--- src/common/degu_defines.svh ---
// degu fabric constants
`ifndef DEGU_DEFINES_SVH
`define DEGU_DEFINES_SVH

// data path
// word width, address width too
`define DEGU_XLEN 32
// bytes per word
`define DEGU_BLEN 4

// address map
// 16 KiB of data memory, byte addressed
`define DEGU_MEM_ADR_W 14
// set for peripherals, clear for memory
`define DEGU_PER_SEL_BIT 14

// GPIO
`define DEGU_GPIO_W 32
// register offsets inside the peripheral window
`define DEGU_GPIO_OUT 6'h00
`define DEGU_GPIO_ENA 6'h04
`define DEGU_GPIO_INP 6'h08
// offsets 0x40-0x7f were the UART window
`define DEGU_GPIO_ERR_BIT 6

`endif

--- src/common/degu_bus_pkg.sv ---
// degu bus types
`include "degu_defines.svh"

package degu_bus_pkg;

  ////////////////////////////////////////////////////////////////////////////
  // basic data types
  ////////////////////////////////////////////////////////////////////////////

  // one data word
  typedef logic [`DEGU_XLEN-1:0] word_t;

  // one strobe per byte lane
  typedef logic [`DEGU_BLEN-1:0] ben_t;

  // word index into the data memory
  typedef logic [`DEGU_MEM_ADR_W-$clog2(`DEGU_BLEN)-1:0] mem_idx_t;

  // log2 of transfer size in bytes
  // 0 byte, 1 halfword, 2 word
  typedef logic [1:0] bus_size_t;

  ////////////////////////////////////////////////////////////////////////////
  // bus payloads
  ////////////////////////////////////////////////////////////////////////////

  // size-coded request from the load/store master
  typedef struct packed {
    logic                  wen;  // write enable
    logic [`DEGU_XLEN-1:0] adr;  // byte address
    bus_size_t             siz;  // transfer size
    word_t                 wdt;  // write data, low bytes valid
  } bus_req_t;

  // response, one cycle after request
  typedef struct packed {
    word_t rdt;  // read data
    logic  err;  // error flag
  } bus_rsp_t;

  // byte-enable request toward the RAM
  typedef struct packed {
    logic     wen;  // write enable
    mem_idx_t idx;  // word index
    ben_t     ben;  // byte enables
    word_t    wdt;  // write data on its lanes
  } mem_req_t;

endpackage

--- src/hdl/logsize_to_byteena.sv ---
// size to byte-enable converter
`timescale 1ns/1ps
`include "degu_defines.svh"

module logsize_to_byteena (
  // system
  input  logic                   clk,
  input  logic                   reset,
  // size-coded side
  input  logic                   sub_vld,
  input  degu_bus_pkg::bus_req_t sub_req,
  output degu_bus_pkg::word_t    sub_rdt,
  // byte-enable side
  output logic                   ram_vld,
  output degu_bus_pkg::mem_req_t ram_req,
  input  degu_bus_pkg::word_t    ram_rdt
);

  import degu_bus_pkg::*;

  localparam int unsigned BLOG = $clog2(`DEGU_BLEN);

  // byte offset inside the word
  logic [BLOG-1:0] off;
  // offset of the outstanding read
  logic [BLOG-1:0] off_q;
  // source lane mask for write replication
  logic [BLOG-1:0] lane_msk;

  // lanes covered by a transfer at offset 0
  function automatic ben_t size_mask(input bus_size_t siz);
    ben_t mask;
    for (int i = 0; i < `DEGU_BLEN; i++) begin
      mask[i] = (i < (1 << siz));
    end
    return mask;
  endfunction

  assign off      = sub_req.adr[BLOG-1:0];
  assign lane_msk = BLOG'((1 << sub_req.siz) - 1);

  // request conversion, no delay
  assign ram_vld     = sub_vld;
  assign ram_req.wen = sub_req.wen;
  assign ram_req.idx = sub_req.adr[`DEGU_MEM_ADR_W-1:BLOG];
  assign ram_req.ben = size_mask(sub_req.siz) << off;

  // low bytes copied onto every lane
  // so the enabled lanes see the right byte
  always_comb begin
    for (int i = 0; i < `DEGU_BLEN; i++) begin
      ram_req.wdt[8*i +: 8] = sub_req.wdt[8*(i & lane_msk) +: 8];
    end
  end

  // remember offset for the read data
  always_ff @(posedge clk) begin
    if (reset) begin
      off_q <= '0;
    end else if (sub_vld) begin
      off_q <= off;
    end
  end

  // addressed bytes down to bit 0
  assign sub_rdt = ram_rdt >> {off_q, 3'b000};

endmodule

--- config.mk ---
export PLATFORM = sky130hd
export DESIGN_NAME = logsize_to_byteena
export DESIGN_NICKNAME = d
export VERILOG_FILES = /design/src/common/degu_bus_pkg.sv /design/src/hdl/logsize_to_byteena.sv
export VERILOG_INCLUDE_DIRS = /design/src /design/src/common
export SDC_FILE = /design/constraint.sdc
export NUM_CORES = 1
export LEC_CHECK = 0
export BUFFER_PORTS_ARGS = -buffer_cell sky130_fd_sc_hd__buf_2
export CORE_AREA = 2 2 71 73
export CTS_BUF_LIST = sky130_fd_sc_hd__clkbuf_2
export DETAILED_ROUTE_END_ITERATION = 12
export DIE_AREA = 0 0 73 75
export GPL_TIMING_DRIVEN = 0
export PLACE_DENSITY = 0.74
export RECOVER_POWER = 100
export SKIP_CTS_REPAIR_TIMING = 1
export SLEW_MARGIN = 30
export SYNTH_ARGS = -nofsm -noshare
export SYNTH_HDL_FRONTEND = slang
export SYNTH_SLANG_ARGS = --single-unit
--- constraint.sdc ---
create_clock -name clk -period 2.7 [get_ports clk]
set_input_delay 0.405 -clock clk [delete_from_list [all_inputs] [get_ports clk]]
set_output_delay 0.405 -clock clk [all_outputs]
set_load 0.02 [all_outputs]
* Word level (Yosys, flattened, before mapping) *
Cells that the tools add are included.
W data, S select, Z words.

word-level totals
  bits in registers = 2
  bits of input ports = 102

operators by class
  $add $sub $neg = 1
  magnitude comparators = 4
  shift operators = 6

operator list
  kind                    count
  $lt A3 B32 Y1 const A   2
  $shiftx A32 B6 Y8       2
  $lt A1 B32 Y1 const A   1
  $lt A2 B32 Y1 const A   1
  $shiftx A32 B5 Y8       1
  $shl A1 B2 Y32 const A  1
  $shr A32 B5 Y32         1
  $shl A4 B2 Y4           1
  $sub A2 B2 Y2 const B   1

* Logic depth before layout (Yosys ltp) *
  depth in word-level cells = 3
  depth in mapped cells = 7
  mapped depth without buffers = 7

* Least setup slack after synthesis *
No wires, ideal clock.

  kind = in2out
  start = input port sub_req[33] in the netlist's numbering
  end = output port ram_req[16] in the netlist's numbering
  data arrival time = 1882 ps
  required time = 2295 ps
  slack = 413 ps
  cell stages on the path = 7
  path buffers = 3
  cells stage by stage = nor2_4 -> buf_6 -> inv_1 -> ha_1 -> buf_4 -> buf_2 -> mux2_2

RTL lines
  what             line                      RTL
  start, declared  logsize_to_byteena.sv:11  input degu_bus_pkg::bus_req_t sub_req,
  end, declared    logsize_to_byteena.sv:15  output degu_bus_pkg::mem_req_t ram_req,

==> PnR_summary.wiki <==
{| class="wikitable"
! Metric !! Value
|-
| Complex-gate fraction of the synthesized area || approximately 14%
|-
| Top reg by flops || off_q
|-
| Core Area || approximately 0.0047 mm^2
|-
| Highest attainable clock frequency || just under 400 MHz
|-
| Number of buffers on the longest clock path || 2
|-
| Buffer type at the clock tree root || clkbuf_2
|-
| H-tree levels || 1
|-
| FILL cells || just under 500
|-
| Synthesis Warnings || 0
|-
| Number of nets with antenna violations after routing || 0
|-
| Count of endpoints failing hold in the final timing report || 0
|-
| Fraction of the cycle the final worst path needs || ~96%
|-
| Worst Setup Start Kind || input port
|-
| Endpoint of the most critical register-to-register path || off_q[0]$_SDFFE_PP0P_
|-
| Drt wl/cell || between 10 and 15 um
|-
| Antenna violations before repair || 0
|-
| Synthesis-to-layout area growth || 63.2%
|-
| Net count of the mapped netlist || roughly 260
|-
| Worst-case reg-to-reg path depth || 4
|-
| Max VDD drop || 0.135 mV
|-
| Sequential standard cell area || approximately 40 um^2
|-
| Initial cell density of the core || a little over a quarter
|-
| Main combinational cell family by area after synthesis || multiplexers
|-
| Register-to-register path setup slack || 1.31 ns
|-
| Share of layout cells above drive strength 1 || a little under half
|-
| CTS tree || yes
|-
| Core occupancy in the finished layout || a little over two fifths
|-
| Die H || between 70 and 80 um
|-
| Number of placement rows || 25
|-
| Clock insertion delay at the later pin of the skew report || approximately 0.2 ns
|-
| Multiplexer fraction of the synthesized cell area || a little over two fifths
|-
| Synth Cell Area || approximately 0.0012 mm^2
|-
| Sequential-to-total area share from yosys stat || approximately 3.2%
|-
| Count of state elements after synthesis || 2
|-
| Total track usage || 15.9%
|-
| Max Fanout on Critical Path || 10
|-
| # port buffers || 151
|-
| Ant. Diodes || 0
|-
| First DRT Iteration DRCs || 28
|-
| Pin count of the biggest net entering global routing || 11
|-
| Post-CTS clock slew at the launch and capture registers of the worst setup and hold paths || ~0.040 ns
|-
| CP arrival || 2.18 ns
|-
| First-pass detailed-route iteration total || 4
|-
| Top Ports || about 180
|-
| Startpoint of the worst register-to-register path || off_q[0]$_SDFFE_PP0P_
|-
| Synthesized-area fraction occupied by and/or/nand/nor cells || between 15 and 20%
|-
| Nets@finish || ~420
|-
| Horiz. Die Dim || ~73 um
|-
| Number of clock buffers inserted by TritonCTS || 3
|-
| Via count || ~1,700
|-
| Distinct cells, synth || 21
|-
| Multi-input gate area in the final layout || ~950 um^2
|-
| Via/cell ratio || about 4.6
|-
| CTS Sinks || 2
|-
| RSZ-0062 raised after global routing || no
|-
| Drt drc || 0
|-
| Outcome || finished clean
|-
| Number of flip-flops in the largest register || 2
|-
| Final setup violation count || 0
|-
| Setup total negative slack || 0 ns
|-
| Wire length of the first global-routing pass || roughly 6.8 mm
|-
| Class of the most critical setup path || in2out
|-
| Post-Syn Area per Cell || roughly 7.9 um^2
|-
| Element type at the critical path end || primary output
|-
| Post-synthesis adder-cell area fraction || under 10%
|-
| Worst hold path type || in2reg
|-
| Max_cap viols || 0
|-
| Critical path data required time || 2.30 ns
|-
| XOR/XNOR share of the synthesized area || 0%
|-
| Dpl hpwl || slightly above 4 mm
|-
| Pins over their slew limit || 0
|-
| GRT overflow || 0
|-
| Overall routed net length || 4.77 mm
|-
| Worst Hold End || off_q[0]$_SDFFE_PP0P_
|-
| P per Cell Area || between 200 and 300 mW/mm^2
|-
| Total Die Area || 0.00548 mm^2
|-
| Worst slew margin || 49.8%
|-
| Min Clock Period, post-route || between 2 and 3 ns
|-
| Largest registers in the final layout || off_q x2
|-
| Final weighted congestion of routability-driven global placement || just over 0.7
|-
| Worst Max-Slew Pin Slew || between 0.7 and 0.8 ns
|-
| Number of global-route vias before repair || 1,548
|-
| Cell count after synthesis || ~160
|-
| Cell depth of the worst hold path || 2
|-
| Leakage dissipation || about 0.96 nW
|-
| Start point of the worst min-delay path || reset
|-
| Skew final || 0 ns
|}
-- metal layers --
layer / track usage (%) / wire (um) / share of wire [%]
met1: 15.8 / 1720 / 36
met2: 32.8 / 2700 / 57
met3: 3.48 / 346 / 7.3
met4: 3.70 / 0 / 0
met5: 0 / 0 / 0
-- synthesized netlist by cell type --
cell / n / area [um^2]
nor2_4: 1 / 11.3
mux2i_1: 18 / 180
buf_4: 25 / 188
a211oi_1: 8 / 60.1
and2_1: 8 / 50.1
ha_1: 2 / 25.0
nor2_1: 12 / 45.0
nor2b_1: 9 / 56.3
dfxtp_1: 2 / 40.0
nor3_1: 1 / 5.00
nand2_1: 10 / 37.5
mux2_2: 16 / 180
clkbuf_1: 4 / 15.0
buf_6: 1 / 11.3
o21ai_0: 10 / 50.1
buf_2: 5 / 25.0
inv_1: 5 / 18.8
mux4_2: 8 / 180
a31oi_1: 1 / 6.26
a21oi_1: 11 / 55.1
o22a_1: 1 / 8.76
-- per-stage QoR --
step           cell area (um^2)  cells  total power, mW  hold slack, ns  setup WS (ns)
2_1_floorplan              1250    158            0.365           0.477          0.413
3_3_place_gp               2070    363            0.547           0.580        -0.0155
3_5_place_dp               2070    363            0.552           0.585        -0.0303
4_1_cts                    2090    366            0.605           0.366        -0.0376
5_1_grt                    2040    371            0.623           0.381        0.00939
6_report                   2040    371            0.583           0.378          0.115
-- where the power goes --
| group | leakage [nW] | internal [mW] | switching, mW |
|---|---|---|---|
| combinational | 0.935 | 0.204 | 0.297 |
| sequential | 0.0165 | 0.0315 | 0.000308 |
| clock | 0.0125 | 0.0297 | 0.0198 |
| total | 0.964 | 0.265 | 0.318 |
-- kinds of logic (layout without fill, tap and decap cells) --
group                      Yosys count  count (layout)
adders and majority gates            2               2
muxes                               42              42
and+or+nand+nor                     41              41
AOI/OAI and AO/OA                   31              31
DFF                                  2               2
buffers and inverters               40             199
-- worst max-delay path by stage --
stage,cells after the start,slack [ns],endpoint,startpoint
after floorplan,7,0.41,ram_req[16],sub_req[33]
after global placement,9,-0.02,ram_req[20],sub_req[33]
after detailed placement,9,-0.03,ram_req[20],sub_req[33]
after CTS,9,-0.04,ram_req[20],sub_req[33]
after global routing,9,0.009,ram_req[20],sub_req[32]
final,9,0.12,ram_req[20],sub_req[32]
-- critical path, stage by stage --
cell and delay (ns):
buf_2 0.13, nor2_4 0.19, buf_6 0.17, inv_1 0.05, ha_1 0.26, buf_4 0.17
buf_2 0.26, mux2_2 0.37, buf_2 0.16
-- final cells by class --
class / count / share of cell area (%)
well taps: 54 / 3.31
clock buffers: 3 / 0.737
repair buffers: 156 / 35.2
multi-input cells: 116 / 46.7
flip-flops and latches: 2 / 1.96
plain buffers: 35 / 11.2
inverters: 5 / 0.921
-- layout by cell type, fill, tap and decap left out --
master    count
buf_2        86
clkbuf_1     67
buf_4        26
mux2i_1      18
mux2_2       16
clkbuf_2     13
nor2_1       12
a21oi_1      11
nand2_1      10
o21ai_0      10
nor2b_1       9
mux4_2        8
a211oi_1      8
inv_1         5
and2_1        4
and2_0        4
ha_1          2
dfxtp_1       2
nor2_4        1
buf_6         1
a31oi_1       1
nor3_1        1
o22a_1        1
clkbuf_4      1
(Power assumes the default switching activity.)
