<file path="src/common/degu_defines.svh">
// degu fabric constants
`ifndef DEGU_DEFINES_SVH
`define DEGU_DEFINES_SVH

// data path
// word width, address width too
`define DEGU_XLEN 32
// bytes per word
`define DEGU_BLEN 4

// address map
// 16 KiB of data memory, byte addressed
`define DEGU_MEM_ADR_W 14
// set for peripherals, clear for memory
`define DEGU_PER_SEL_BIT 14

// GPIO
`define DEGU_GPIO_W 32
// register offsets inside the peripheral window
`define DEGU_GPIO_OUT 6'h00
`define DEGU_GPIO_ENA 6'h04
`define DEGU_GPIO_INP 6'h08
// offsets 0x40-0x7f were the UART window
`define DEGU_GPIO_ERR_BIT 6

`endif

</file>
<file path="src/common/degu_bus_pkg.sv">
// degu bus types
`include "degu_defines.svh"

package degu_bus_pkg;

  ////////////////////////////////////////////////////////////////////////////
  // basic data types
  ////////////////////////////////////////////////////////////////////////////

  // one data word
  typedef logic [`DEGU_XLEN-1:0] word_t;

  // one strobe per byte lane
  typedef logic [`DEGU_BLEN-1:0] ben_t;

  // word index into the data memory
  typedef logic [`DEGU_MEM_ADR_W-$clog2(`DEGU_BLEN)-1:0] mem_idx_t;

  // log2 of transfer size in bytes
  // 0 byte, 1 halfword, 2 word
  typedef logic [1:0] bus_size_t;

  ////////////////////////////////////////////////////////////////////////////
  // bus payloads
  ////////////////////////////////////////////////////////////////////////////

  // size-coded request from the load/store master
  typedef struct packed {
    logic                  wen;  // write enable
    logic [`DEGU_XLEN-1:0] adr;  // byte address
    bus_size_t             siz;  // transfer size
    word_t                 wdt;  // write data, low bytes valid
  } bus_req_t;

  // response, one cycle after request
  typedef struct packed {
    word_t rdt;  // read data
    logic  err;  // error flag
  } bus_rsp_t;

  // byte-enable request toward the RAM
  typedef struct packed {
    logic     wen;  // write enable
    mem_idx_t idx;  // word index
    ben_t     ben;  // byte enables
    word_t    wdt;  // write data on its lanes
  } mem_req_t;

endpackage

</file>
<file path="src/gpio/gpio_controller.sv">
// GPIO controller
`timescale 1ns/1ps
`include "degu_defines.svh"

module gpio_controller (
  // system
  input  logic                         clk,
  input  logic                         reset,
  // zero-delay bus
  input  logic                         tcb_vld,
  input  degu_bus_pkg::bus_req_t       tcb_req,
  output degu_bus_pkg::bus_rsp_t       tcb_rsp,
  // pins
  output logic [`DEGU_GPIO_W-1:0]      gpio_o,
  output logic [`DEGU_GPIO_W-1:0]      gpio_e,
  input  logic [`DEGU_GPIO_W-1:0]      gpio_i
);

  import degu_bus_pkg::*;

  localparam int unsigned OFF_W = `DEGU_GPIO_ERR_BIT;

  // register offset
  logic [OFF_W-1:0]          off;
  // access into the old UART window
  logic                      err;
  // write strobe
  logic                      wen;
  // input synchronizer stages
  logic [`DEGU_GPIO_W-1:0]   gpio_s0;
  logic [`DEGU_GPIO_W-1:0]   gpio_s1;
  // read-back mux
  word_t                     rdt;

  ////////////////////////////////////////////////////////////////////////////
  // decode
  ////////////////////////////////////////////////////////////////////////////

  assign off = tcb_req.adr[OFF_W-1:0];
  assign err = tcb_req.adr[`DEGU_GPIO_ERR_BIT];
  // size ignored, full word written
  assign wen = tcb_vld & tcb_req.wen & ~err;

  ////////////////////////////////////////////////////////////////////////////
  // registers
  ////////////////////////////////////////////////////////////////////////////

  // output and enable
  always_ff @(posedge clk) begin
    if (reset) begin
      gpio_o <= '0;
      gpio_e <= '0;
    end else if (wen) begin
      if (off == `DEGU_GPIO_OUT) gpio_o <= tcb_req.wdt[`DEGU_GPIO_W-1:0];
      if (off == `DEGU_GPIO_ENA) gpio_e <= tcb_req.wdt[`DEGU_GPIO_W-1:0];
    end
  end

  // two flops against metastability
  always_ff @(posedge clk) begin
    gpio_s0 <= gpio_i;
    gpio_s1 <= gpio_s0;
  end

  ////////////////////////////////////////////////////////////////////////////
  // response
  ////////////////////////////////////////////////////////////////////////////

  // unmapped offsets read as zero
  always_comb begin
    rdt = '0;
    case (off)
      `DEGU_GPIO_OUT: rdt[`DEGU_GPIO_W-1:0] = gpio_o;
      `DEGU_GPIO_ENA: rdt[`DEGU_GPIO_W-1:0] = gpio_e;
      `DEGU_GPIO_INP: rdt[`DEGU_GPIO_W-1:0] = gpio_s1;
      default:        rdt = '0;
    endcase
  end

  // answered in the request cycle
  assign tcb_rsp.rdt = rdt;
  assign tcb_rsp.err = err;

endmodule

</file>
<file path="config.mk">
export PLATFORM = sky130hd
export DESIGN_NAME = gpio_controller
export DESIGN_NICKNAME = d
export VERILOG_FILES = /design/src/common/degu_bus_pkg.sv /design/src/gpio/gpio_controller.sv
export VERILOG_INCLUDE_DIRS = /design/src /design/src/common
export SDC_FILE = /design/constraint.sdc
export NUM_CORES = 1
export LEC_CHECK = 0
export ABC_AREA = 1
export ABC_CLOCK_PERIOD_IN_PS = 900
export BUFFER_PORTS_ARGS = -buffer_cell sky130_fd_sc_hd__buf_4
export CORE_ASPECT_RATIO = 0.75
export CORE_UTILIZATION = 45
export CTS_CLUSTER_SIZE = 20
export DETAILED_ROUTE_END_ITERATION = 12
export PLACE_DENSITY = 0.78
export SYNTH_ARGS = -nofsm -noshare
export SYNTH_HDL_FRONTEND = slang
export SYNTH_SLANG_ARGS = --single-unit
</file>
<file path="constraint.sdc">
create_clock -name clk -period 0.9 [get_ports clk]
set_input_delay 0.045 -clock clk [delete_from_list [all_inputs] [get_ports clk]]
set_output_delay 0.045 -clock clk [all_outputs]
set_load 0.1 [all_outputs]
</file>
==> flow_metrics.py, run 1 <==
metrics = {
    "clock_network": {
        "numClockSinks": 128,
        "htree_num_levels": 4,
        "cts_max_path_buffers": 2,
        "cts-root-buf": "sky130_fd_sc_hd__clkbuf_16",
        "numCtsBuffers": 17,
    },
    "outcome": {
        "lastStage": "global routing (5_1_grt)",
        "tool.error": "[ERROR DPL-0038] Utilization greater than 100%, impossible to legalize",
        "outcome": "stopped before the end",
    },
    "place": {
        "dpl.hpwl_microns": 9029,
        "gpl.final_weighted_congestion": 0.8080,
        "numPortBuffers": 171,
        "placed_area_sq_mm": 0.006825,
    },
    "synthesis": {
        "netlist-cell-type-count": 13,
        "cell_count_after_synthesis": 601,
        "yosysSeqAreaShare_pct": 54.98,
        "synth_net_count": 703,
        "synthesis.area_sq_mm": 0.004661,
        "synth_register_bits": 128,
        "yosys_warnings": 0,
        "synth_top_area_cell": "sky130_fd_sc_hd__dfxtp_1",
        "netlist.area_leader.share_pct": 54.98,
        "synthesis.area_per_instance_sq_um": 7.755,
        "synthTopCellsByArea": "sky130_fd_sc_hd__dfxtp_1 (55%), sky130_fd_sc_hd__nand2_1 (13%), sky130_fd_sc_hd__nand3_1 (11%), sky130_fd_sc_hd__nor2_1 (11%), sky130_fd_sc_hd__inv_1 (3.0%)",
    },
    "die": {
        "initial_utilization_pct": 47.31,
        "placementRows": 31,
        "floorplan.die.width_microns": 119.5,
        "floorplan.die.height_microns": 90.14,
        "top_level_ports": 199,
    },
    "sta": {
        "crit_endpoint": "tcb_rsp[25]",
        "worst-ep-kind": "primary output",
    },
    "global_route": {
        "grt_start_max_net_pins": 65,
    },
}
[timing repair]
action	CTS
gates cloned	3
hold endpoints to repair	83
buffers inserted	6
pin swaps	3
setup endpoints to repair	96
gates resized for setup	308
hold buffers	63
[cells in the mapped netlist, drive strengths merged]
library cell and n:
nor2 138, buf 35, nand2 163, inv 38, dfxtp 128, nand3 99
[logic make-up after synthesis]
logic type	count (synthesis)	synth area share, %
DFF	128	54.98
and+or+nand+nor	400	36.38
buffers and inverters	73	8.644
[per-stage QoR]
stage / cells / setup TNS, ns / setup slack (ns)
3_5_place_dp: 892 / -29.59 / -0.4770
3_3_place_gp: 892 / -28.86 / -0.4640
2_1_floorplan: 601 / -3.603 / -0.1186
4_1_cts: 996 / -16.50 / -0.3410
==> run 2: changes to the inputs <==
CORE_ASPECT_RATIO = not set   (was 0.75)
CORE_UTILIZATION = 30   (was 45)
CTS_CLUSTER_SIZE = not set   (was 20)
PLACE_DENSITY = not set   (was 0.78)
PLACE_DENSITY_LB_ADDON = 0.15   (was not set)
==> flow_metrics.py, run 2 <==
metrics = {
    "outcome": {
        "outcome": "complete, but fails checks",
        "failed_checks": "negative setup slack",
    },
    "route": {
        "routed_via_density": 4.520,
        "drc_errors": 0,
        "dr_total_vias": 4859,
        "wl_per_cell_microns": 15.11,
        "detail_route.iter0.violations": 227,
        "detail_route.first_pass.iterations": 4,
        "ant_nets": 0,
        "total_length_of_routed_wires_microns": 16240,
    },
    "setup_path": {
        "rrSetupSlack_ns": 0.08,
        "required_ns": 0.85,
        "startpoint_class": "input port",
        "largest_fanout_on_the_critical_path": 6,
        "worstPathArrival_ns": 1.18,
        "setup.worst_path.end_class": "output pin",
        "ff2ff_path_depth": 4,
        "timing.setup.critical_path_class": "input port to output pin",
    },
    "synthesis": {
        "synth_enable_flop_cells": 0,
        "cell_count_after_synthesis": 601,
        "synth.mux.area_fraction_pct": 0,
        "synth_net_count": 703,
        "most_numerous_cell_in_the_yosys_netlist": "sky130_fd_sc_hd__nand2_1",
        "netlist-cell-type-count": 13,
        "synth-compound-area-share_pct": 0,
        "synthesis.area_sq_mm": 0.004661,
        "yosys_warnings": 0,
        "async_reset_ff_share_pct": 0,
        "arithmetic_cell_share_of_the_synthesized_area_counting_full_adders_half_adders_and_majority_gates_pct": 0,
        "synth_top_family_by_area": "simple AND/OR/NAND/NOR gates",
        "netlist.area_leader.share_pct": 54.98,
        "synth_top_area_cell": "sky130_fd_sc_hd__dfxtp_1",
        "yosysSeqAreaShare_pct": 54.98,
        "synth_xor_xnor_area_share_pct": 0,
        "ys_top_cells_by_count": "sky130_fd_sc_hd__nand2_1 (162), sky130_fd_sc_hd__nor2_1 (132), sky130_fd_sc_hd__dfxtp_1 (128), sky130_fd_sc_hd__nand3_1 (99), sky130_fd_sc_hd__inv_1 (37)",
        "synth_register_bits": 128,
        "postSynth.topFlopCell": "sky130_fd_sc_hd__dfxtp_1",
        "yosys.area_share.simple_pct": 36.38,
        "synthesis.area_per_instance_sq_um": 7.755,
        "synthTopCellsByArea": "sky130_fd_sc_hd__dfxtp_1 (55%), sky130_fd_sc_hd__nand2_1 (13%), sky130_fd_sc_hd__nand3_1 (11%), sky130_fd_sc_hd__nor2_1 (11%), sky130_fd_sc_hd__inv_1 (3.0%)",
    },
    "global_route": {
        "grt_pass1_vias": 4916,
        "grt_antenna_before_repair": 0,
        "globalRouteTotalUtil_pct": 19.69,
        "grt.overflow.total": 0,
        "grt_start_max_net_pins": 39,
        "grt_pass1_wl_microns": 24310,
    },
    "clock_network": {
        "numCtsBuffers": 17,
        "numClockSinks": 128,
        "cts.clk_slew.worst_paths_ns": 0.06,
        "worst_skew_pair.late_latency_ns": 0.41,
        "cts_max_path_buffers": 2,
        "cts_tree": "done",
        "cts-root-buf": "sky130_fd_sc_hd__clkbuf_16",
        "htree_num_levels": 4,
    },
    "layout": {
        "area.growth.synth_to_final_pct": 112.6,
        "final_cell_mix": "sky130_fd_sc_hd__nor2_1 (130), sky130_fd_sc_hd__nand2_1 (118), sky130_fd_sc_hd__buf_12 (113), sky130_fd_sc_hd__buf_4 (94), sky130_fd_sc_hd__nand3_1 (66)",
        "nets": 976,
        "final-instance-count-excl-fill": 1075,
        "finish.instance_area_sq_mm": 0.009907,
        "final_common_cell": "sky130_fd_sc_hd__nor2_1",
        "share_of_layout_cells_above_drive_strength_1_pct": 46.00,
        "fillcell_total": 1152,
        "diodes": 0,
    },
    "sta": {
        "min_period_ns": 1.225,
        "timing_hold_violations_final": 0,
        "worst_hold_slack_ns": 0.07006,
        "final_min_period_over_clock_period_pct": 136.1,
        "timing.max_slew.rel_slack_pct": 81.86,
        "tightest_slew_ns": 0.2721,
        "report.final.setup_viol": 107,
        "fin_skew_ns": 0.005857,
        "final-max-slew-violation-count": 0,
        "rsz0062_at_grt": "yes",
        "post-route-worst-setup-slack_ns": -0.3247,
        "fmax_ghz": 0.8165,
    },
    "place": {
        "gpl.final_weighted_congestion": 0.7494,
        "detailedPlace.worstSlack_ns": -0.4092,
        "count_of_placed_standard_cells_including_taps": 954,
        "placed_area_sq_mm": 0.007003,
        "dpl.hpwl_microns": 9522,
        "numPortBuffers": 171,
    },
    "power_and_ir_drop": {
        "power_per_cell_area_mw_per_mm2": 1329,
        "irDropWorstVdd_v": 0.001326,
        "leakagePower_nw": 4.603,
        "total_power_mw": 13.17,
    },
    "die": {
        "initial_utilization_pct": 30.66,
        "floorplan.die.height_microns": 126.6,
        "placementRows": 45,
        "floorplan.die.width_microns": 126.6,
        "fp.dieArea_sq_mm": 0.01604,
        "top_level_ports": 199,
        "floorplan.core_area_sq_mm": 0.01520,
    },
    "run": {
        "maxCapViolCount": 0,
    },
    "min_path": {
        "hold_path_class": "input port to flip-flop",
        "holdPathStages": 5,
    },
}
[run 2: cells by family (layout without fill, tap and decap cells)]
group | Yosys count | in the layout
DFF | 128 | 128
and+or+nand+nor | 400 | 400
buffers and inverters | 73 | 359
[run 2: path summary, 6_finish.rpt]
path / to / startpoint
setup / recovery: tcb_rsp[15] / tcb_req[39]
hold / removal: gpio_e[28] / reset
setup reg to reg: gpio_e[23] / gpio_e[23]
hold reg to reg: gpio_s1[12] / gpio_s0[12]
[run 2: area by class of cell]
type / count / area [sq um] / share of cell area (%)
timing repair buffer: 289 / 3877 / 39.14
sequential: 128 / 2803 / 28.29
multi-input combinational: 400 / 2291 / 23.12
clock buffer: 18 / 439.2 / 4.433
tap: 188 / 235.2 / 2.374
inverter: 38 / 145.1 / 1.465
clock inverter: 14 / 116.4 / 1.175
[run 2: critical path, cell delays in order]
cell	delay, ns
sky130_fd_sc_hd__buf_4	0.12
sky130_fd_sc_hd__nor2_4	0.13
sky130_fd_sc_hd__nand2_4	0.11
sky130_fd_sc_hd__nor2_8	0.15
sky130_fd_sc_hd__buf_12	0.14
sky130_fd_sc_hd__clkbuf_16	0.17
sky130_fd_sc_hd__nand2_4	0.06
sky130_fd_sc_hd__nand3_4	0.07
sky130_fd_sc_hd__buf_12	0.17
[run 2: layer usage]
layer	vias up	part of all wire, %	track usage (%)
li1	2408	-	-
met1	2279	39	20.24
met2	154	54	37.41
met3	18	5.6	6.537
met4	0	1.5	6.166
met5	-	0	0
[run 2: per-stage QoR]
stage                     TNS [ns]  util [%]
after floorplan             -3.603         -
after global placement      -25.02     46.07
after detailed placement    -26.47     46.07
after CTS                   -16.62     62.13
after global routing        -21.12     65.17
final                       -16.74     65.17
[run 2: repair_timing]
action / CTS / global route
resized for setup: 297 / 59
endpoints found under the setup margin: 96 / 96
pin swaps: 1 / 6
hold buffers: 64 / 0
setup buffers: 3 / 15
hold endpoints to repair: 93 / 0
gates cloned: 0 / 7
[run 2: report_power, final]
| group | total, mW | internal, mW | switching, mW |
|---|---|---|---|
| Clock | 6.38 | 3.85 | 2.53 |
| Combinational | 1.10 | 0.604 | 0.498 |
| Sequential | 5.69 | 5.64 | 0.0474 |
(Power assumes the default switching activity.)
