<file path="src/common/degu_defines.svh">
// degu fabric constants
`ifndef DEGU_DEFINES_SVH
`define DEGU_DEFINES_SVH

// data path
// word width, address width too
`define DEGU_XLEN 32
// bytes per word
`define DEGU_BLEN 4

// address map
// 16 KiB of data memory, byte addressed
`define DEGU_MEM_ADR_W 14
// set for peripherals, clear for memory
`define DEGU_PER_SEL_BIT 14

// GPIO
`define DEGU_GPIO_W 32
// register offsets inside the peripheral window
`define DEGU_GPIO_OUT 6'h00
`define DEGU_GPIO_ENA 6'h04
`define DEGU_GPIO_INP 6'h08
// offsets 0x40-0x7f were the UART window
`define DEGU_GPIO_ERR_BIT 6

`endif

</file>
<file path="src/common/degu_bus_pkg.sv">
// degu bus types
`include "degu_defines.svh"

package degu_bus_pkg;

  ////////////////////////////////////////////////////////////////////////////
  // basic data types
  ////////////////////////////////////////////////////////////////////////////

  // one data word
  typedef logic [`DEGU_XLEN-1:0] word_t;

  // one strobe per byte lane
  typedef logic [`DEGU_BLEN-1:0] ben_t;

  // word index into the data memory
  typedef logic [`DEGU_MEM_ADR_W-$clog2(`DEGU_BLEN)-1:0] mem_idx_t;

  // log2 of transfer size in bytes
  // 0 byte, 1 halfword, 2 word
  typedef logic [1:0] bus_size_t;

  ////////////////////////////////////////////////////////////////////////////
  // bus payloads
  ////////////////////////////////////////////////////////////////////////////

  // size-coded request from the load/store master
  typedef struct packed {
    logic                  wen;  // write enable
    logic [`DEGU_XLEN-1:0] adr;  // byte address
    bus_size_t             siz;  // transfer size
    word_t                 wdt;  // write data, low bytes valid
  } bus_req_t;

  // response, one cycle after request
  typedef struct packed {
    word_t rdt;  // read data
    logic  err;  // error flag
  } bus_rsp_t;

  // byte-enable request toward the RAM
  typedef struct packed {
    logic     wen;  // write enable
    mem_idx_t idx;  // word index
    ben_t     ben;  // byte enables
    word_t    wdt;  // write data on its lanes
  } mem_req_t;

endpackage

</file>
<file path="src/hdl/bus_demultiplexer.sv">
// memory/peripheral bus demultiplexer
`timescale 1ns/1ps
`include "degu_defines.svh"

module bus_demultiplexer (
  // system
  input  logic                   clk,
  input  logic                   reset,
  // from the load/store master
  input  logic                   req_vld,
  input  degu_bus_pkg::bus_req_t req,
  // toward the data memory
  output logic                   mem_vld,
  output degu_bus_pkg::bus_req_t mem_req,
  // toward the peripherals
  output logic                   per_vld,
  output degu_bus_pkg::bus_req_t per_req,
  // returning responses
  input  degu_bus_pkg::word_t    mem_rdt,
  input  degu_bus_pkg::bus_rsp_t per_rsp,
  // merged response
  output logic                   rsp_vld,
  output degu_bus_pkg::bus_rsp_t rsp
);

  import degu_bus_pkg::*;

  // region select, 1 for peripherals
  logic     sel;
  // select of the request in flight
  logic     sel_q;
  // memory side as a full response
  bus_rsp_t mem_rsp;

  ////////////////////////////////////////////////////////////////////////////
  // request path
  ////////////////////////////////////////////////////////////////////////////

  // only one address bit decoded
  // upper bits alias
  assign sel = req.adr[`DEGU_PER_SEL_BIT];

  // valid steered to one side only
  assign mem_vld = req_vld & ~sel;
  assign per_vld = req_vld &  sel;

  // payload goes to both sides
  assign mem_req = req;
  assign per_req = req;

  ////////////////////////////////////////////////////////////////////////////
  // response path
  ////////////////////////////////////////////////////////////////////////////

  // every target answers after one cycle
  always_ff @(posedge clk) begin
    if (reset) begin
      rsp_vld <= 1'b0;
      sel_q   <= 1'b0;
    end else begin
      rsp_vld <= req_vld;
      // hold the last select between requests
      if (req_vld) begin
        sel_q <= sel;
      end
    end
  end

  // memory never errors
  assign mem_rsp.rdt = mem_rdt;
  assign mem_rsp.err = 1'b0;

  // merge by the remembered region
  assign rsp = sel_q ? per_rsp : mem_rsp;

endmodule

</file>
<file path="config.mk">
export PLATFORM = sky130hd
export DESIGN_NAME = bus_demultiplexer
export DESIGN_NICKNAME = d
export VERILOG_FILES = /design/src/common/degu_bus_pkg.sv /design/src/hdl/bus_demultiplexer.sv
export VERILOG_INCLUDE_DIRS = /design/src /design/src/common
export SDC_FILE = /design/constraint.sdc
export NUM_CORES = 1
export LEC_CHECK = 0
export BUFFER_PORTS_ARGS = -buffer_cell sky130_fd_sc_hd__buf_4
export CAP_MARGIN = 0
export CORE_AREA = 3 3 118 120
export CTS_BUF_LIST = sky130_fd_sc_hd__clkbuf_8
export DETAILED_ROUTE_END_ITERATION = 10
export DIE_AREA = 0 0 121 123
export HOLD_SLACK_MARGIN = 0.05
export PLACE_DENSITY_LB_ADDON = 0.15
export SYNTH_ARGS = -nofsm -noshare
export SYNTH_HDL_FRONTEND = slang
export SYNTH_SLANG_ARGS = --single-unit
export TNS_END_PERCENT = 100
</file>
<file path="constraint.sdc">
create_clock -name clk -period 1.27 [get_ports clk]
set_clock_uncertainty 0.05 [all_clocks]
set_input_delay 0.127 -clock clk [delete_from_list [all_inputs] [get_ports clk]]
set_output_delay 0.127 -clock clk [all_outputs]
set_load 0.02 [all_outputs]
</file>
# Yosys cells after proc, flatten, opt, wreduce, memory -nomap -nowiden
# Index checks and enable logic that the tools add are counted.
dict set report word_totals {
  reg_bits 2
  input_bits 135
  output_inout_bits 170
  word_cells 6
}
dict set report classes {
  mux 1
  bitwise 3
}
# op count
set ops {}
lappend ops {{2-to-1 mux 33 bit} 1}
lappend ops {{AND 1 bit} 2}
lappend ops {{NOT 1 bit} 1}

# Depth between registers and ports, before layout
# Gate-level depths: netlist of run 1.
dict set report logic_depth {
  ltp_word 2
  mapped_depth 4
  mapped_depth_nobuf 2
}

# Least setup slack after synthesis of run 1
# No wires, ideal clock.
dict set report synth_path {
  path_type {reg-to-output}
  from {register sel_q}
  to {output rsp[23] in the netlist's numbering}
  t_arrival_ns 0.921
  setup_slack_ns 0.172
  path_stages_with_launch 4
  cell_sequence {dfxtp_1 -> buf_6 -> buf_8 -> mux2_4}
}
# element line
set synth_lines {}
lappend synth_lines {{start, declared} bus_demultiplexer.sv:31} ;# logic sel_q;
lappend synth_lines {{start signal, assigned} bus_demultiplexer.sv:64} ;# sel_q <= sel;
lappend synth_lines {{end, declared} bus_demultiplexer.sv:23} ;# output degu_bus_pkg::bus_rsp_t rsp

==> results of run 1 <==
## power breakdown
part | switching, mW | leakage (nW) | internal, mW | total, mW
combinational | 0.252 | 0.806 | 0.424 | 0.676
clock | 0.0491 | 0.0216 | 0.200 | 0.249
sequential | 0.00344 | 0.0173 | 0.0663 | 0.0698
total | 0.305 | 0.844 | 0.690 | 0.995
## final timing paths
kind | from | endpoint | depth (start not counted)
setup reg to reg | sel_q$_SDFFE_PP0P_ | sel_q$_SDFFE_PP0P_ | 3
hold / removal | req_vld | rsp_vld$_SDFF_PP0_ | 2
hold reg to reg | sel_q$_SDFFE_PP0P_ | sel_q$_SDFFE_PP0P_ | 3
setup / recovery | sel_q$_SDFFE_PP0P_ | rsp[1] | 3
## per-stage QoR
| step | setup TNS, ns | worst slack (ns) | power (mW) |
|---|---|---|---|
| 3_3_place_gp | 0 | 0.0528 | 0.698 |
| 6_report | -3.56 | -0.144 | 0.995 |
| 5_1_grt | -4.69 | -0.183 | 1.06 |
| 2_1_floorplan | 0 | 0.172 | 1.00 |
| 4_1_cts | -4.22 | -0.165 | 1.01 |
| 3_5_place_dp | 0 | 0.0443 | 0.697 |
## logic make-up (layout without fill, tap and decap cells)
kind of cell           after synthesis  count (layout)  synth area share, %
buffers and inverters              138             112                 66.3
muxes                               33              33                 29.4
and+or+nand+nor                      5               5                 1.78
DFF                                  2               2                 2.48
## cell type report
cell class	instances	share of cell area [%]
Timing Repair Buffer	109	53.9
Multi-Input combinational cell	38	28.8
Tap cell	176	12.5
Sequential cell	2	2.48
Clock buffer	3	2.34
## per-layer routing
layer  part of all wire (%)  wire, um  up-vias  GRT usage [%]
met5                      0         0        -              0
met4                    2.7        85        0           1.77
met3                     19       611       16           2.74
met2                     48      1510      101           5.87
met1                     30       939      380           3.16
li1                       -         -      378              -
## flip-flops by register name (all words and copies together) (netlist names)
signal,cells
rsp_vld,1
sel_q,1
## synth_stat cells
cell type / instances
mux2i_1: 1
and2_1: 2
buf_8: 1
mux2_4: 28
buf_6: 1
buf_4: 134
dfxtp_1: 2
mux2_2: 4
buf_12: 2
nor2b_1: 2
nor2_1: 1
## timing repair
| item | in CTS | in global routing |
|---|---|---|
| hold buffers | 1 | 0 |
| endpoints found under the hold margin | 2 | 0 |
| endpoints found under the setup margin | 32 | 32 |
| resized for setup | 29 | 1 |
## worst max-delay path: cells and delay by family, from the launching register on
family | cells | cell delay, ns
mux | 1 | 0.34
buf+inv | 2 | 0.33
flops | 1 | 0.36
==> impl_results.md, run 1 <==
- Status: complete, but fails checks
- Violated checks: negative setup slack
- Number of global-route vias before repair: 864
- Multi-input logic area: 508 sq um
- FF/Latch Area: 43.8 sq um
- Synth Area per Inst: 9.08 sq um
- DRT antenna net count: 0
- Die Area: 14900 sq um
- Register area share after synthesis: 2.48%
- Fin. Hold Viols: 0
- Post-CTS setup buffers: 0
- CP max stage delay: 0.36 ns
- Max_slew headroom: 91.9%
- Synth top area cells: buf_4, mux2_4, mux2_2
- Cells after synthesis: 178
- Initial DRC count: 5
- Fmax: 0.707 GHz
- FILL cells: 1487
- Starting Density: 12.4%
- Worst path slowest cell: dfxtp_4
- Non-Filler Instances: 328
- Routability cong.: 0.558
- Max VDD drop: 277 uV
- Syn Nets: 313
- R2R setup slack: 0.42 ns
- DIE WIDTH: 121 um
- Clk sinks: 2
- DRC viols: 0
- Post-layout net count: 289
- Final worst-path cycle share: 111%
- PwrDens: 564 nW/um^2
- CP Launch Type: register
- Total GRT Usage: 3.55%
- Initial antenna violation count: 0
- Post-Route WL: 3.15 mm
- Fin. max-slew vios: 0
- Type of the worst setup path: register to output pin
- Inst Count DP: 324
- Required time worst endpoint: 1.09 ns
- Crit path time final: 1.41 ns
- Synth Warn #: 0
- Area Growth Syn to Fin: 9.13%
- GRT overflow: 0
- IO Port Bufs: 106
- Ports: 305
- P_leak: 0.844 nW
- Worst endpoint data arrival time: 1.24 ns
- Worst skew pair latency: 0.21 ns
- Final setup fails: 32
- CP Capture Type: output pin
- CTS tree: built
- Yosys top cell by area: buf_4
- Clock Path Buffers: 2
- Register bit total from synthesis: 2
- Actual slew at the worst max-slew pin: 0.118 ns
- Commonest cells after routing, fill and taps aside: buf_4, mux2_4, buf_6
- Root Buffer: clkbuf_8
- RSZ-0062 raised after global routing: yes
- Fin util: 13.5%
- # diodes: 0
- Crit Path Max Fanout: 15
- Largest net degree at the start of global routing: 20
- Max Cap Viol: 0
- CTS buffer count: 3
- Total number of vias: 875
- # rows: 42
- Pre-Repair DR Iteration Count: 2
- H-tree Lvls: 1
- Cell variety after synth: 11
- Synthesized cell area: 1620 sq um
- Fin area: 1760 sq um
- Per-cell routed wire length: 9.59 um
- Die Ht: 123 um
- Vias/cell: 2.67
- HP Class: input pin to register
- Placement Cell Area: 1600 sq um
- First-pass GRT wire length: 4.21 mm
- Most common cell after layout, fill and taps aside: buf_4
- Clk pin slew, worst setup/hold paths: 0.03 ns
- Setup ws final: -0.144 ns
- Ordered list of cells on the worst path: buf_12 -> mux2_2 -> buf_4
- Core area: 13100 sq um
- Share of cells above drive strength 1: 94.7%
- Yosys top cell area share: 62.2%
- Fin Hold WS: 0.112 ns
(Power assumes the default switching activity.)
==> run 2: changes to the inputs <==
==> constraint.sdc (replaced) <==
create_clock -name clk -period 1.45 [get_ports clk]
set_clock_uncertainty 0.05 [all_clocks]
set_input_delay 0.145 -clock clk [delete_from_list [all_inputs] [get_ports clk]]
set_output_delay 0.145 -clock clk [all_outputs]
set_load 0.01 [all_outputs]
==> impl_results.md, run 2 (synthesis results as in run 1) <==
- Crit path time final: 1.42 ns
- Clk pin slew, worst setup/hold paths: 0.03 ns (about the same)
- Detailed Place HPWL: 2.70 mm
- Vias/cell: 2.65 (-0.57%)
- Max VDD drop: 191 uV (-31%)
- DRC viols: 0 (unchanged)
- Root Buffer: clkbuf_8
- CTS buffer count: 3 (unchanged)
- Commonest cells after routing, fill and taps aside: buf_4, mux2_4, buf_6
- Fin. max-slew vios: 0 (unchanged)
- Largest net degree at the start of global routing: 20 (unchanged)
- Crit Path Max Fanout: 15 (unchanged)
- Required time worst endpoint: 1.25 ns (+0.16 ns)
- Initial DRC count: 1 (-4)
- Per-cell routed wire length: 9.53 um (-0.70%)
- Clk sinks: 2 (unchanged)
- IO Port Bufs: 106 (unchanged)
- H-tree Lvls: 1 (unchanged)
- Most common cell after layout, fill and taps aside: buf_4
- Core area: 13100 sq um (unchanged)
- Fin area: 1700 sq um (-3.4%)
- CP Launch Type: register
- Worst endpoint data arrival time: 1.22 ns (-0.02 ns)
- Fin Hold WS: 0.141 ns (+0.0288 ns)
- P_leak: 0.822 nW (-2.6%)
- RR Startpoint: sel_q$_SDFFE_PP0P_
- Total GRT Usage: 3.57% (+0.029 points)
- RSZ-0062 raised after global routing: yes
- Area Growth Syn to Fin: 5.42%
- Post-CTS setup buffers: 0 (unchanged)
- Status: finished clean
- # rows: 42 (unchanged)
- Routability cong.: 0.543 (-2.8%)
- Dpl ws: 0.221 ns (+0.177 ns)
- Setup crit start: sel_q$_SDFFE_PP0P_
- Total number of vias: 870 (-0.57%)
- Max_slew headroom: 91.6% (-0.27 points)
- DRT antenna net count: 0 (unchanged)
- CP Capture Type: output pin
- Die Area: 14900 sq um (unchanged)
- GRT overflow: 0 (unchanged)
- Actual slew at the worst max-slew pin: 0.122 ns (+0.00400 ns)
- PwrDens: 453 nW/um^2 (-20%)
- Post-Route WL: 3.13 mm (-0.70%)
- Clock Path Buffers: 2 (unchanged)
- Initial antenna violation count: 0 (unchanged)
- FILL cells: 1484 (-0.20%)
- Fmax: 0.705 GHz
- Worst skew pair latency: 0.21 ns (about the same)
- # diodes: 0 (unchanged)
- First-pass GRT wire length: 4.31 mm (+2.4%)
- Number of global-route vias before repair: 886 (+2.5%)
- Die Ht: 123 um (unchanged)
- Post-layout net count: 289 (unchanged)
- Final setup fails: 0 (-100%)
- HP Class: input pin to register
- Top Registers: rsp_vld x1, sel_q x1
- Placement Cell Area: 1600 sq um (unchanged)
- Multi-input logic area: 504 sq um (-0.74%)
- Setup TNS Final: 0 ns (+3.56 ns)
- HP Start: req_vld
- Type of the worst setup path: register to output pin
- Pre-Repair DR Iteration Count: 3 (+1)
- Starting Density: 12.4% (unchanged)
- FF/Latch Area: 43.8 sq um (unchanged)
- Ports: 305 (unchanged)
- CTS tree: built
- Share of cells above drive strength 1: 94.7% (unchanged)
- Fin. Hold Viols: 0 (unchanged)
- Final worst-path cycle share: 97.9%
- DIE WIDTH: 121 um (unchanged)
- Fin util: 13.0% (-0.46 points)
- Setup ws final: 0.0307 ns (+0.174 ns)
- Max Cap Viol: 0 (unchanged)
-- run 2: final timing paths --
path	end	slack (ns)	cells past startpoint
setup reg to reg	sel_q$_SDFFE_PP0P_	0.60	3
hold / removal	rsp_vld$_SDFF_PP0_	0.14	2
hold reg to reg	sel_q$_SDFFE_PP0P_	0.68	3
setup / recovery	rsp[32]	0.03	3
-- run 2: through the flow --
step	power [mW]	std cells
CTS	0.771	328
detailed placement	0.546	324
global placement	0.548	324
finish	0.772	328
global route	0.831	328
floorplan	0.654	178
-- run 2: worst max-delay path, stage by stage, from the launching register on --
cell and delay (ns):
dfxtp_4 0.36, buf_12 0.16, mux2_2 0.34, buf_4 0.14
-- run 2: cell type report --
class / count / area share, %
repair buffers: 109 / 52.5
clock buffers: 3 / 2.42
multi-input cells: 38 / 29.6
well taps: 176 / 12.9
flip-flops and latches: 2 / 2.57
-- run 2: report_power, final --
part	switching (mW)	leakage (nW)	total, mW	internal (mW)
Combinational	0.152	0.783	0.497	0.345
Sequential	0.00307	0.0173	0.0612	0.0581
Clock	0.0387	0.0216	0.214	0.175
-- run 2: metal layers --
metal	track usage (%)	vias up	part of all wire (%)
met1	3.13	375	28
met5	0	-	0
met3	2.56	16	21
li1	-	378	-
met4	2.20	0	2.7
met2	5.94	101	49
-- run 2: what timing repair did --
| action | CTS | global route |
|---|---|---|
| hold buffers | 1 | 0 |
| setup endpoints to repair | 5 | 17 |
| endpoints found under the hold margin | 2 | 0 |
| resized for setup | 1 | 13 |
